## config.mk

```make
export PLATFORM = sky130hd
export DESIGN_NAME = arcade_frontend
export DESIGN_NICKNAME = d
export VERILOG_FILES = /design/src/arcade_pkg.sv /design/src/key_decoder.sv /design/src/control_mapper.sv /design/src/core_config.sv /design/src/audio_dac.sv /design/src/video_scanline.sv /design/src/arcade_frontend.sv
export VERILOG_INCLUDE_DIRS = /design/src
export SDC_FILE = /design/constraint.sdc
export NUM_CORES = 1
export LEC_CHECK = 0
export ABC_AREA = 1
export BUFFER_PORTS_ARGS = -buffer_cell sky130_fd_sc_hd__clkbuf_2
export CELL_PAD_IN_SITES_DETAIL_PLACEMENT = 0
export CELL_PAD_IN_SITES_GLOBAL_PLACEMENT = 2
export CORE_ASPECT_RATIO = 0.9
export CORE_MARGIN = 3
export CORE_UTILIZATION = 26
export CTS_BUF_LIST = sky130_fd_sc_hd__clkbuf_2 sky130_fd_sc_hd__clkbuf_4 sky130_fd_sc_hd__clkbuf_8
export CTS_CLUSTER_DIAMETER = 40
export DETAILED_ROUTE_END_ITERATION = 8
export PLACE_DENSITY = 0.89
export SETUP_SLACK_MARGIN = 0.4
export SLEW_MARGIN = 20
export SYNTH_ARGS = -nofsm -noshare
export SYNTH_HDL_FRONTEND = slang
export SYNTH_SLANG_ARGS = --single-unit
```

## constraint.sdc

```tcl
create_clock -name clk_sys -period 2 [get_ports clk_sys]
set_clock_uncertainty 0.15 [all_clocks]
set_input_delay 0.1 -clock clk_sys [delete_from_list [all_inputs] [get_ports clk_sys]]
set_output_delay 0.1 -clock clk_sys [all_outputs]
set_load 0.03 [all_outputs]
```

## src/arcade_settings.svh

```systemverilog
`ifndef ARCADE_SETTINGS_SVH
`define ARCADE_SETTINGS_SVH

// host keyboard scan codes
`define KEY_UP      8'h75
`define KEY_DOWN    8'h72
`define KEY_LEFT    8'h6B
`define KEY_RIGHT   8'h74
`define KEY_COIN    8'h76 // esc
`define KEY_START1  8'h05 // f1
`define KEY_START2  8'h06 // f2
`define KEY_FIRE    8'h29 // space
`define KEY_BOMB    8'h11 // alt

`define RESET_HOLD  16 // core reset length in clk_sys cycles

`define SL_LEVEL_25 6'd47 // odd-line pixel levels
`define SL_LEVEL_50 6'd31
`define SL_LEVEL_75 6'd15

`endif

```

## src/arcade_pkg.sv

```systemverilog
`default_nettype none

package arcade_pkg;

	typedef logic [7:0] scan_code_t;

	// joystick word: 0 right, 1 left, 2 down, 3 up, 4 fire, 5 bomb
	typedef logic [7:0] joy_t;

	typedef logic [7:0] pcm_t; // unsigned sample

	typedef logic [5:0] color_t;

	typedef logic [1:0] cfg_addr_t;

	typedef enum logic [1:0] {
		sl_off = 2'd0,
		sl_25  = 2'd1,
		sl_50  = 2'd2,
		sl_75  = 2'd3
	} scanline_t;

	typedef enum logic {
		rs_idle = 1'b0,
		rs_hold = 1'b1
	} reset_state_t;

endpackage

`default_nettype wire

```

## src/key_decoder.sv

```systemverilog
`timescale 1ns/1ps
`default_nettype none

`include "arcade_settings.svh"

module key_decoder (
	input  wire                     clk_sys,
	input  wire                     rst,
	input  wire                     key_strobe,
	input  wire arcade_pkg::scan_code_t key_code,
	input  wire                     key_pressed,
	output logic                    kb_up,
	output logic                    kb_down,
	output logic                    kb_left,
	output logic                    kb_right,
	output logic                    kb_fire,
	output logic                    kb_bomb,
	output logic                    kb_coin,
	output logic                    kb_start1,
	output logic                    kb_start2
);

	always_ff @(posedge clk_sys) begin
		if (rst) begin
			kb_up     <= 1'b0;
			kb_down   <= 1'b0;
			kb_left   <= 1'b0;
			kb_right  <= 1'b0;
			kb_fire   <= 1'b0;
			kb_bomb   <= 1'b0;
			kb_coin   <= 1'b0;
			kb_start1 <= 1'b0;
			kb_start2 <= 1'b0;
		end else if (key_strobe) begin
			// held until the host reports the release
			case (key_code)
				`KEY_UP:     kb_up     <= key_pressed;
				`KEY_DOWN:   kb_down   <= key_pressed;
				`KEY_LEFT:   kb_left   <= key_pressed;
				`KEY_RIGHT:  kb_right  <= key_pressed;
				`KEY_FIRE:   kb_fire   <= key_pressed;
				`KEY_BOMB:   kb_bomb   <= key_pressed;
				`KEY_COIN:   kb_coin   <= key_pressed;
				`KEY_START1: kb_start1 <= key_pressed;
				`KEY_START2: kb_start2 <= key_pressed;
				default: ; // unmapped key
			endcase
		end
	end

endmodule

`default_nettype wire

```

## src/control_mapper.sv

```systemverilog
`timescale 1ns/1ps
`default_nettype none

module control_mapper (
	input  wire                 clk_sys,
	input  wire                 rst,
	input  wire                 rotate,
	input  wire                 kb_up,
	input  wire                 kb_down,
	input  wire                 kb_left,
	input  wire                 kb_right,
	input  wire                 kb_fire,
	input  wire                 kb_bomb,
	input  wire                 kb_coin,
	input  wire                 kb_start1,
	input  wire                 kb_start2,
	input  wire arcade_pkg::joy_t joy0,
	input  wire arcade_pkg::joy_t joy1,
	output logic                ctrl_up,
	output logic                ctrl_down,
	output logic                ctrl_left,
	output logic                ctrl_right,
	output logic                ctrl_fire,
	output logic                ctrl_bomb,
	output logic                ctrl_coin,
	output logic                ctrl_start1,
	output logic                ctrl_start2
);

	logic in_up;
	logic in_down;
	logic in_left;
	logic in_right;

	// all three sources merged before rotation
	assign in_right = kb_right | joy0[0] | joy1[0];
	assign in_left  = kb_left  | joy0[1] | joy1[1];
	assign in_down  = kb_down  | joy0[2] | joy1[2];
	assign in_up    = kb_up    | joy0[3] | joy1[3];

	always_ff @(posedge clk_sys) begin
		if (rst) begin
			ctrl_up     <= 1'b0;
			ctrl_down   <= 1'b0;
			ctrl_left   <= 1'b0;
			ctrl_right  <= 1'b0;
			ctrl_fire   <= 1'b0;
			ctrl_bomb   <= 1'b0;
			ctrl_coin   <= 1'b0;
			ctrl_start1 <= 1'b0;
			ctrl_start2 <= 1'b0;
		end else begin
			ctrl_up     <= rotate ? in_up    : in_right; // low means rotated cabinet
			ctrl_down   <= rotate ? in_down  : in_left;
			ctrl_left   <= rotate ? in_left  : in_up;
			ctrl_right  <= rotate ? in_right : in_down;
			ctrl_fire   <= kb_fire | joy0[4] | joy1[4];
			ctrl_bomb   <= kb_bomb | joy0[5] | joy1[5];
			ctrl_coin   <= kb_coin;
			ctrl_start1 <= kb_start1;
			ctrl_start2 <= kb_start2;
		end
	end

endmodule

`default_nettype wire

```

## src/core_config.sv

```systemverilog
`timescale 1ns/1ps
`default_nettype none

`include "arcade_settings.svh"

module core_config (
	input  wire                      clk_sys,
	input  wire                      rst,
	input  wire                      cfg_wr,
	input  wire arcade_pkg::cfg_addr_t cfg_addr,
	input  wire [7:0]                cfg_data,
	input  wire                      reset_button,
	output logic                     rotate,
	output arcade_pkg::scanline_t    scanlines,
	output logic                     core_rst
);

	localparam int CNT_W = $clog2(`RESET_HOLD + 1);

	arcade_pkg::reset_state_t state;
	logic [CNT_W-1:0]         hold_cnt;
	logic                     reset_wr;

	assign reset_wr = cfg_wr && (cfg_addr == 2'd2);

	always_ff @(posedge clk_sys) begin
		if (rst) begin
			rotate    <= 1'b0;
			scanlines <= arcade_pkg::sl_off;
		end else if (cfg_wr) begin
			case (cfg_addr)
				2'd0: rotate <= cfg_data[0];
				2'd1: scanlines <= arcade_pkg::scanline_t'(cfg_data[1:0]);
				default: ; // 2 handled by the reset fsm, 3 unused
			endcase
		end
	end

	// stretch a reset write to RESET_HOLD cycles
	always_ff @(posedge clk_sys) begin
		if (rst) begin
			state    <= arcade_pkg::rs_idle;
			hold_cnt <= '0;
		end else if (reset_wr) begin
			state    <= arcade_pkg::rs_hold; // also restarts a running hold
			hold_cnt <= '0;
		end else if (state == arcade_pkg::rs_hold) begin
			if (hold_cnt == CNT_W'(`RESET_HOLD - 1))
				state <= arcade_pkg::rs_idle;
			hold_cnt <= hold_cnt + 1'b1;
		end
	end

	assign core_rst = rst | reset_button | (state == arcade_pkg::rs_hold);

endmodule

`default_nettype wire

```

## src/audio_dac.sv

```systemverilog
`timescale 1ns/1ps
`default_nettype none

module audio_dac (
	input  wire                 clk_sys,
	input  wire                 rst,
	input  wire arcade_pkg::pcm_t core_audio,
	output logic                audio_out
);

	logic [8:0] acc; // bit 8 holds the last carry
	logic [8:0] acc_next;

	// first-order modulator, carry density equals sample / 256
	assign acc_next = {1'b0, acc[7:0]} + {1'b0, core_audio};

	always_ff @(posedge clk_sys) begin
		if (rst)
			acc <= '0;
		else
			acc <= acc_next;
	end

	assign audio_out = acc[8];

endmodule

`default_nettype wire

```

## src/video_scanline.sv

```systemverilog
`timescale 1ns/1ps
`default_nettype none

`include "arcade_settings.svh"

module video_scanline (
	input  wire                       clk_sys,
	input  wire                       rst,
	input  wire arcade_pkg::scanline_t scanlines,
	input  wire                       core_video,
	input  wire                       core_hs,
	input  wire                       core_vs,
	output arcade_pkg::color_t        vga_r,
	output arcade_pkg::color_t        vga_g,
	output arcade_pkg::color_t        vga_b,
	output logic                      vga_hs,
	output logic                      vga_vs
);

	logic               odd_line;
	logic               hs_fall;
	logic               vs_fall;
	arcade_pkg::color_t on_level;

	// vga syncs are the previous core sync levels
	assign hs_fall = vga_hs & ~core_hs;
	assign vs_fall = vga_vs & ~core_vs;

	always_comb begin
		on_level = 6'd63;
		if (odd_line) begin
			case (scanlines)
				arcade_pkg::sl_25: on_level = `SL_LEVEL_25;
				arcade_pkg::sl_50: on_level = `SL_LEVEL_50;
				arcade_pkg::sl_75: on_level = `SL_LEVEL_75;
				default:           on_level = 6'd63;
			endcase
		end
	end

	always_ff @(posedge clk_sys) begin
		if (rst) begin
			odd_line <= 1'b0;
			vga_hs   <= 1'b1; // idle high
			vga_vs   <= 1'b1;
			vga_r    <= '0;
			vga_g    <= '0;
			vga_b    <= '0;
		end else begin
			if (vs_fall)
				odd_line <= 1'b0; // frame starts on an even line
			else if (hs_fall)
				odd_line <= ~odd_line;
			vga_hs <= core_hs;
			vga_vs <= core_vs;
			vga_r  <= core_video ? on_level : 6'd0;
			vga_g  <= core_video ? on_level : 6'd0;
			vga_b  <= core_video ? on_level : 6'd0;
		end
	end

endmodule

`default_nettype wire

```

## src/arcade_frontend.sv

```systemverilog
`timescale 1ns/1ps
`default_nettype none

module arcade_frontend (
	input  wire                        clk_sys,
	input  wire                        rst,
	input  wire                        key_strobe,
	input  wire arcade_pkg::scan_code_t key_code,
	input  wire                        key_pressed,
	input  wire arcade_pkg::joy_t      joy0,
	input  wire arcade_pkg::joy_t      joy1,
	input  wire                        cfg_wr,
	input  wire arcade_pkg::cfg_addr_t cfg_addr,
	input  wire [7:0]                  cfg_data,
	input  wire                        reset_button,
	input  wire                        core_video,
	input  wire                        core_hs,
	input  wire                        core_vs,
	input  wire arcade_pkg::pcm_t      core_audio,
	output logic                       ctrl_up,
	output logic                       ctrl_down,
	output logic                       ctrl_left,
	output logic                       ctrl_right,
	output logic                       ctrl_fire,
	output logic                       ctrl_bomb,
	output logic                       ctrl_coin,
	output logic                       ctrl_start1,
	output logic                       ctrl_start2,
	output logic                       core_rst,
	output logic                       audio_out,
	output arcade_pkg::color_t         vga_r,
	output arcade_pkg::color_t         vga_g,
	output arcade_pkg::color_t         vga_b,
	output logic                       vga_hs,
	output logic                       vga_vs
);

	logic                  kb_up;
	logic                  kb_down;
	logic                  kb_left;
	logic                  kb_right;
	logic                  kb_fire;
	logic                  kb_bomb;
	logic                  kb_coin;
	logic                  kb_start1;
	logic                  kb_start2;
	logic                  rotate;
	arcade_pkg::scanline_t scanlines;

	key_decoder i_key_decoder (
		.clk_sys    (clk_sys),
		.rst        (rst),
		.key_strobe (key_strobe),
		.key_code   (key_code),
		.key_pressed(key_pressed),
		.kb_up      (kb_up),
		.kb_down    (kb_down),
		.kb_left    (kb_left),
		.kb_right   (kb_right),
		.kb_fire    (kb_fire),
		.kb_bomb    (kb_bomb),
		.kb_coin    (kb_coin),
		.kb_start1  (kb_start1),
		.kb_start2  (kb_start2)
	);

	control_mapper i_control_mapper (
		.clk_sys    (clk_sys),
		.rst        (rst),
		.rotate     (rotate),
		.kb_up      (kb_up),
		.kb_down    (kb_down),
		.kb_left    (kb_left),
		.kb_right   (kb_right),
		.kb_fire    (kb_fire),
		.kb_bomb    (kb_bomb),
		.kb_coin    (kb_coin),
		.kb_start1  (kb_start1),
		.kb_start2  (kb_start2),
		.joy0       (joy0),
		.joy1       (joy1),
		.ctrl_up    (ctrl_up),
		.ctrl_down  (ctrl_down),
		.ctrl_left  (ctrl_left),
		.ctrl_right (ctrl_right),
		.ctrl_fire  (ctrl_fire),
		.ctrl_bomb  (ctrl_bomb),
		.ctrl_coin  (ctrl_coin),
		.ctrl_start1(ctrl_start1),
		.ctrl_start2(ctrl_start2)
	);

	core_config i_core_config (
		.clk_sys     (clk_sys),
		.rst         (rst),
		.cfg_wr      (cfg_wr),
		.cfg_addr    (cfg_addr),
		.cfg_data    (cfg_data),
		.reset_button(reset_button),
		.rotate      (rotate),
		.scanlines   (scanlines),
		.core_rst    (core_rst)
	);

	audio_dac i_audio_dac (
		.clk_sys   (clk_sys),
		.rst       (rst),
		.core_audio(core_audio),
		.audio_out (audio_out)
	);

	video_scanline i_video_scanline (
		.clk_sys   (clk_sys),
		.rst       (rst),
		.scanlines (scanlines),
		.core_video(core_video),
		.core_hs   (core_hs),
		.core_vs   (core_vs),
		.vga_r     (vga_r),
		.vga_g     (vga_g),
		.vga_b     (vga_b),
		.vga_hs    (vga_hs),
		.vga_vs    (vga_vs)
	);

endmodule

`default_nettype wire

```

==> flow_summary.toml, run 1 <==
[placed_design]
dp.final_hpwl_microns = 3620
routabilityCongestion = 0.7858
place_area_sq_mm = 0.002452
io_buffers = 71
dp_slack_ns = 0.3628

[timing]
slew_viol_final = 0
final.period_utilization_pct = 77.45
layout_min_cycle_time_ns = 1.549
holdWs_ns = -0.001669
grt_setup_unrepaired = "yes"
hold_viol = 1
setup_ws_ns = 0.4511
fmax_mhz = 645.6
relSlewSlack_pct = 63.24
fin_setup_tns_ns = 0
finalSetupViolCount = 0
tightest_slew_ns = 0.5507

[power_and_ir_drop]
swShare_pct = 30.24
p_switching_mw = 0.6359
comb_power_share_pct = 24.3
clock_power_share_pct = 31.6
internal_power_mw = 1.467
p_leak_nw = 1.397
power_density_mw_per_mm2 = 758.5
ir_drop_mv = 0.2780
pwr-share-seq_pct = 44.0

[setup_path]
cp-start-kind = "flop"
cp_max_fo = 3
crit_buf_inv = 0
critPathTopFamily = "adder cells"
crit_chain = "ha_4, fa_2, nand2_2, nand2_2, nand3_2, nand2_2, nand2_1, nand2_1, nor2_1"
cp.arrival_ns = 1.63
crit_top_cell = "nand2_2"
critPathMaxStageDelay_ns = 0.39
cp.required_ns = 2.08
crit_path_end_kind = "flop"
slowest_stage = "fa_2"
worstSetupPathType = "reg -> reg"

[cells_and_area]
layout_common_cells = "clkbuf_2 (71), nor2_1 (57), nand2_1 (55)"
design_area_sq_mm = 0.002773
final_common_cell = "clkbuf_2"
diodes = 0
fin_util_pct = 36.03
fin_nets = 438
drive_above_1_share_pct = 25.20
area_growth_pct = 31.59

[synthesis]
yosys_warnings = 0
synth_fp_nets = 360
synth_mux_area_share_pct = 0.9501
synth-adder-area-share_pct = 6.888
synth_area_per_cell_sq_um = 7.071
yosys.area_share.simple_pct = 28.74
yosysUniqueCellTypes = 27
synthXorXnorAreaFrac_pct = 0.8314
synth_area_sq_mm = 0.002107
synth_compound_area_share_pct = 7.779
synth-seq-cells = 42
ys_seq_area_share_pct = 39.90
synth_top_family_by_area = "simple AND/OR/NAND/NOR gates"
synthCells = 298

[grt]
grt_pass1_vias = 1901
grt_overflow = 0
antenna_found_initial = 0
track_usage_pct = 11.06
grt_max_degree = 19
grt_pass1_wl_microns = 8293

[clock_network]
root_buffer = "clkbuf_8"
cts_max_path_buffers = 2
clock_latency_ns = 0.29
htreeDepth = 2
cts_tree = "done"
numCtsBuffers = 5
cts.sinks = 42
clk_pin_slew_ns = 0.08

[route]
wl_per_cell_microns = 10.18
vias = 1986
wl_microns = 4816
drtIter0Drc = 43
vias_per_cell = 4.199
ant_nets = 0
drc = 0
firstDrtPassIters = 4

[floorplan]
core.rowCount = 30
die-area_sq_mm = 0.009221
start_util_pct = 27.38
core-area_sq_mm = 0.007695
ios = 82
die_h_microns = 91.40
dieWidth_microns = 100.9

[run]
cap_violations = 0

[run_status]
violations = "negative hold slack"
status = "finished, violations left"

[min_path]
hold_class = "in -> reg"
==> worst reg2reg max path, cell delays in order (launching register included) <==
cell and delay, ns:
dfxtp_2 0.33, ha_4 0.16, fa_2 0.39, nand2_2 0.09, nand2_2 0.06, nand3_2 0.06
nand2_2 0.06, nand2_1 0.06, nand2_1 0.05, nor2_1 0.08
==> layer usage <==
layer  share of wire (%)  vias to the layer above  track usage (%)  routed length [microns]
met3                 5.4                        8            2.381                      261
met2                  45                       52            17.71                     2168
met1                  48                      859            14.41                     2317
li1                    -                     1067                -                        -
met5                   0                        -                0                        0
met4                 1.4                        0            4.208                       68
==> synth_stat cells <==
cell | n | area, sq um
nor3b_1 | 1 | 7.510
nand4_1 | 4 | 25.02
nor2_2 | 1 | 6.260
fa_1 | 1 | 20.02
mux2i_1 | 2 | 20.02
and2_1 | 1 | 6.260
clkbuf_1 | 1 | 3.750
dfxtp_1 | 42 | 840.8
buf_2 | 2 | 10.01
nor2_4 | 1 | 11.26
nand3_1 | 13 | 65.06
a31oi_1 | 5 | 31.28
o21ai_0 | 9 | 45.04
o21a_1 | 1 | 7.510
buf_6 | 1 | 11.26
inv_1 | 45 | 168.9
and3_1 | 1 | 6.260
a21oi_1 | 16 | 80.08
or2_1 | 1 | 6.260
buf_4 | 16 | 120.1
nand3b_1 | 1 | 7.510
nor3_1 | 4 | 20.02
nand2_1 | 58 | 217.7
nor2_1 | 57 | 214.0
nand2_2 | 2 | 12.51
ha_1 | 10 | 125.1
xor2_1 | 2 | 17.52
==> cell families after synthesis <==
| family | after synthesis |
|---|---|
| AOI/OAI and AO/OA | 31 |
| xor gates and xnor gates | 2 |
| adders and majority gates | 11 |
| buffers and inverters | 65 |
| DFF | 42 |
| muxes | 2 |
| and+or+nand+nor | 145 |
==> power groups by stage <==
stage / Clock [mW] / Sequential, mW / Combinational [mW]
global route: 0.727 / 0.933 / 0.592
finish: 0.665 / 0.926 / 0.512
CTS: 0.706 / 0.925 / 0.504
detailed placement: 0 / 0.945 / 0.474
global placement: 0 / 0.942 / 0.470
floorplan: 0 / 0.975 / 0.324
==> path summary, 6_finish.rpt <==
path / from / to / slack, ns / cells past startpoint
worst min register to register: i_key_decoder.kb_start2$_SDFFE_PP0P_ / i_control_mapper.ctrl_start2$_SDFF_PP0_ / 0.28 / 2
worst max-delay path: i_audio_dac.acc[0]$_SDFF_PP0_ / i_audio_dac.acc[6]$_SDFF_PP0_ / 0.45 / 9
worst max register to register: i_audio_dac.acc[0]$_SDFF_PP0_ / i_audio_dac.acc[6]$_SDFF_PP0_ / 0.45 / 9
worst min-delay path: core_audio[0] / i_audio_dac.acc[0]$_SDFF_PP0_ / -0.002 / 4
==> registers in the layout, summed over array words and instances, names as in the netlist, 2 cells and up <==
signal                   cells
i_audio_dac.acc              9
i_core_config.hold_cnt       5
i_video_scanline.vga_r       3
i_core_config.scanlines      2
==> area by class of cell <==
class,instances,area (sq um)
sequential,42,843.3
timing repair buffer,91,548.0
fill,825,4922
clock buffer,5,68.82
inverter,45,168.9
multi-input combinational,191,983.4
clock inverter,3,40.04
tap,96,120.1
==> through the flow <==
| step | power (mW) | instances |
|---|---|---|
| detailed placement | 1.419 | 447 |
| finish | 2.103 | 473 |
| floorplan | 1.299 | 298 |
| global route | 2.252 | 473 |
| CTS | 2.135 | 472 |
| global placement | 1.412 | 447 |
==> repair_timing <==
item                                    CTS  global route
setup buffers                             0             1
cloned                                    0             0
endpoints found under the setup margin    2             4
hold buffers                             17             0
pin swaps                                 0             5
endpoints found under the hold margin    19             0
resized for setup                         2             8
No activity file was read; power rests on OpenSTA's default activity.
==> run 2, diff against run 1 <==
- ABC_AREA: 1 -> 0
- CORE_UTILIZATION: 26 -> 25
- PLACE_DENSITY: 0.89 -> 0.84
- clock period: 2 -> 1.25 ns (I/O delays scaled with it)
==> run 2 against run 1 <==
Against the previous run: the flow finishes with violations (negative hold slack, negative setup slack); critical path type unchanged; design area increased by 23%; sequential power increased by 65%; final cell count decreased by 18%; count of clock-buffer cells in the layout unchanged; critical path depth decreased by 3; synthesized cell count decreased by 32%; sequential share of layout area decreased by 4.4 points; die area decreased by 3.5%; global-route usage decreased by 0.62 points; wire length increased by 1.4%; largest cell class unchanged; flip-flop and latch count unchanged; largest power group unchanged; register-to-register slack got worse by 1.1 ns.
==> flow_summary.toml, run 2 <==
[synthesis]
synth_area_leaders = "dfxtp_1 (43%), mux2i_1 (6.7%), ha_1 (6.4%)"
async_flop_share_pct = 0
synth_compound_area_share_pct = 8.087
ys.flop_type = "dfxtp_1"
synth_fp_nets = 266
post-synth-top-count-cell = "dfxtp_1"
synth-adder-area-share_pct = 7.445
yosys_warnings = 0
synth-seq-cells = 42
synth_top_family_by_area = "simple AND/OR/NAND/NOR gates"
yosysUniqueCellTypes = 36
synth_mux_area_share_pct = 6.675
yosys.area_share.simple_pct = 23.75
ys_top_cells_by_count = "dfxtp_1 (42), nor2_1 (25), buf_4 (15)"
synth_edf_count = 0
synth_area_per_cell_sq_um = 9.556
synthCells = 204
synth_top_area_share_pct = 43.13
synth_area_sq_mm = 0.001949
ys_seq_area_share_pct = 43.13
synth_top_cell_by_area = "dfxtp_1"
synthXorXnorAreaFrac_pct = 3.145

[placed_design]
routabilityCongestion = 0.7810
dp.final_hpwl_microns = 3556
io_buffers = 71

[setup_path]
critPathTopFamily = "compound AO/OA/AOI/OAI gates"
r2r-start = "i_audio_dac.acc[0]$_SDFF_PP0_"
cp.required_ns = 1.29
cp-start-kind = "flop"
ff2ff_setup_slack_ns = -0.67
critPathMaxStageDelay_ns = 0.39
worstSetupPathType = "reg -> reg"
r2r_cells = 6
r2r-end = "i_audio_dac.acc[8]$_SDFF_PP0_"
crit_path_end_kind = "flop"
cp_max_fo = 3
cp.arrival_ns = 1.95
crit_buf_inv = 0
crit_chain = "ha_4, fa_2, a21o_1, a311oi_1, nor2_1, o31a_1"
slowest_stage = "fa_2"

[route]
ant_nets = 0
firstDrtPassIters = 4
vias = 1756
vias_per_cell = 4.503
drc = 0
wl_microns = 4885
drtIter0Drc = 25
wl_per_cell_microns = 12.53

[cells_and_area]
fin_nets = 358
multi_input_area_sq_mm = 0.001266
largest_register = "i_audio_dac.acc"
regArea_sq_um = 887.1
n_fill_cell = 657
diodes = 0
largest_reg_flops = 9
drive_above_1_share_pct = 60.61
area_growth_pct = 75.10
final_common_cell = "clkbuf_2"
reg_top3 = "i_audio_dac.acc (9), i_core_config.hold_cnt (5), i_video_scanline.vga_r (3)"
layout_common_cells = "clkbuf_2 (35), buf_8 (31), nor2_1 (25)"

[min_path]
holdPathEnd = "i_video_scanline.vga_vs$_SDFF_PP1_"
hold_class = "in -> reg"
hold_depth = 2
worstHoldStart = "core_vs"

[timing]
grt_setup_unrepaired = "yes"
hold_viol = 15
fmax_mhz = 521.5
tightest_slew_ns = 0.2855
layout_min_cycle_time_ns = 1.918
relSlewSlack_pct = 80.81
setup_ws_ns = -0.6676
slew_viol_final = 0
finalSetupViolCount = 11
holdWs_ns = -0.1764
final.period_utilization_pct = 153.4

[floorplan]
die-area_sq_mm = 0.008894
die_h_microns = 89.77
core.rowCount = 29
start_util_pct = 26.73
ios = 82
dieWidth_microns = 99.08
core-area_sq_mm = 0.007293

[grt]
grt_pass1_wl_microns = 7652
grt_max_degree = 25
grt_pass1_vias = 1649
antenna_found_initial = 0
grt_overflow = 0
track_usage_pct = 10.44

[run_status]
status = "finished, violations left"
violations = "negative hold slack, negative setup slack"

[power_and_ir_drop]
ir_drop_mv = 0.5071
power_density_mw_per_mm2 = 1094
swShare_pct = 31.10
p_leak_nw = 1.474
p_switching_mw = 1.161
clock_power_share_pct = 22.8
power_mw = 3.735
pwr-share-seq_pct = 41.0
internal_power_mw = 2.573
comb_power_share_pct = 36.3

[clock_network]
numCtsBuffers = 5
clk_pin_slew_ns = 0.09
hold_buffers = 6
clock_latency_ns = 0.29
cts.sinks = 42
cts_max_path_buffers = 2
cts_tree = "done"
htreeDepth = 2
root_buffer = "clkbuf_8"

[run]
cap_violations = 0
[run 2: cell types whose count changed after synthesis, moves of 4 or more]
cell	change
o21ai_0	-8
nor2_1	-32
nor4_1	+6
clkbuf_1	+5
mux2i_1	+11
inv_1	-42
nand3_1	-7
nand2_1	-55
nor2b_1	+9
xnor2_1	+4
a21oi_1	-9
nor3_1	+8
a31oi_1	-5
a211oi_1	+6
[run 2: logic make-up (layout without fill, tap and decap cells)]
family                     count (synthesis)  count (layout)
xor gates and xnor gates                   7               7
muxes                                     13              13
AOI/OAI and AO/OA                         23              23
DFF                                       42              42
buffers and inverters                     25             118
adders and majority gates                 11              11
and+or+nand+nor                           83              83
[run 2: layer usage]
layer | part of all wire, % | wire [microns] | GRT usage, %
met1 | 46 | 2246 | 13.51
met2 | 47 | 2278 | 16.39
met3 | 6.4 | 315 | 3.328
met4 | 0.90 | 44 | 3.413
met5 | 0 | 0 | 0
[run 2: worst max path at each step]
stage,startpoint,depth (start not counted),to,slack [ns]
after detailed placement,i_audio_dac.acc[0]$_SDFF_PP0_,6,i_audio_dac.acc[8]$_SDFF_PP0_,-0.65
after global routing,i_audio_dac.acc[0]$_SDFF_PP0_,6,i_audio_dac.acc[8]$_SDFF_PP0_,-0.71
after floorplan,i_audio_dac.acc[0]$_SDFF_PP0_,6,i_audio_dac.acc[8]$_SDFF_PP0_,-0.55
after CTS,i_audio_dac.acc[0]$_SDFF_PP0_,6,i_audio_dac.acc[8]$_SDFF_PP0_,-0.68
final,i_audio_dac.acc[0]$_SDFF_PP0_,6,i_audio_dac.acc[8]$_SDFF_PP0_,-0.67
after global placement,i_audio_dac.acc[0]$_SDFF_PP0_,6,i_audio_dac.acc[8]$_SDFF_PP0_,-0.60
[run 2: worst register-to-register path: cells and delay by family, from the launching register on]
family          cells  cell delay (ns)
compound gates      3             0.67
fa+ha+maj           2             0.55
flops               1             0.34
simple gates        1             0.10
[run 2: final cells by class]
class                      instances  area share [%]
multi-input combinational        137           37.10
timing repair buffer             107           30.68
sequential                        42           25.99
tap                               93           3.409
clock buffer                       5           2.016
clock inverter                     3          0.4765
inverter                           3          0.3299
[run 2: power groups by stage]
stage,Sequential [mW],Combinational [mW],Clock [mW]
final,1.53,1.35,0.850
after global routing,1.54,1.48,0.951
after CTS,1.53,1.25,0.905
after detailed placement,1.56,1.10,0
after global placement,1.56,1.09,0
after floorplan,1.60,0.697,0
[run 2: through the flow]
stage	instance area (sq um)	TNS, ns	util, %	setup WS, ns	cells
floorplan	2210	-1.887	-	-0.5463	204
global placement	2673	-2.700	36.64	-0.5978	369
detailed placement	2673	-2.862	36.64	-0.6549	369
CTS	3184	-2.918	43.66	-0.6752	385
global route	3413	-3.771	46.80	-0.7105	390
finish	3413	-3.043	46.80	-0.6676	390
[run 2: what timing repair did]
action / CTS / global route
setup buffers: 2 / 6
pin swaps: 14 / 15
endpoints found under the hold margin: 21 / 14
endpoints found under the setup margin: 58 / 66
gates resized for setup: 86 / 68
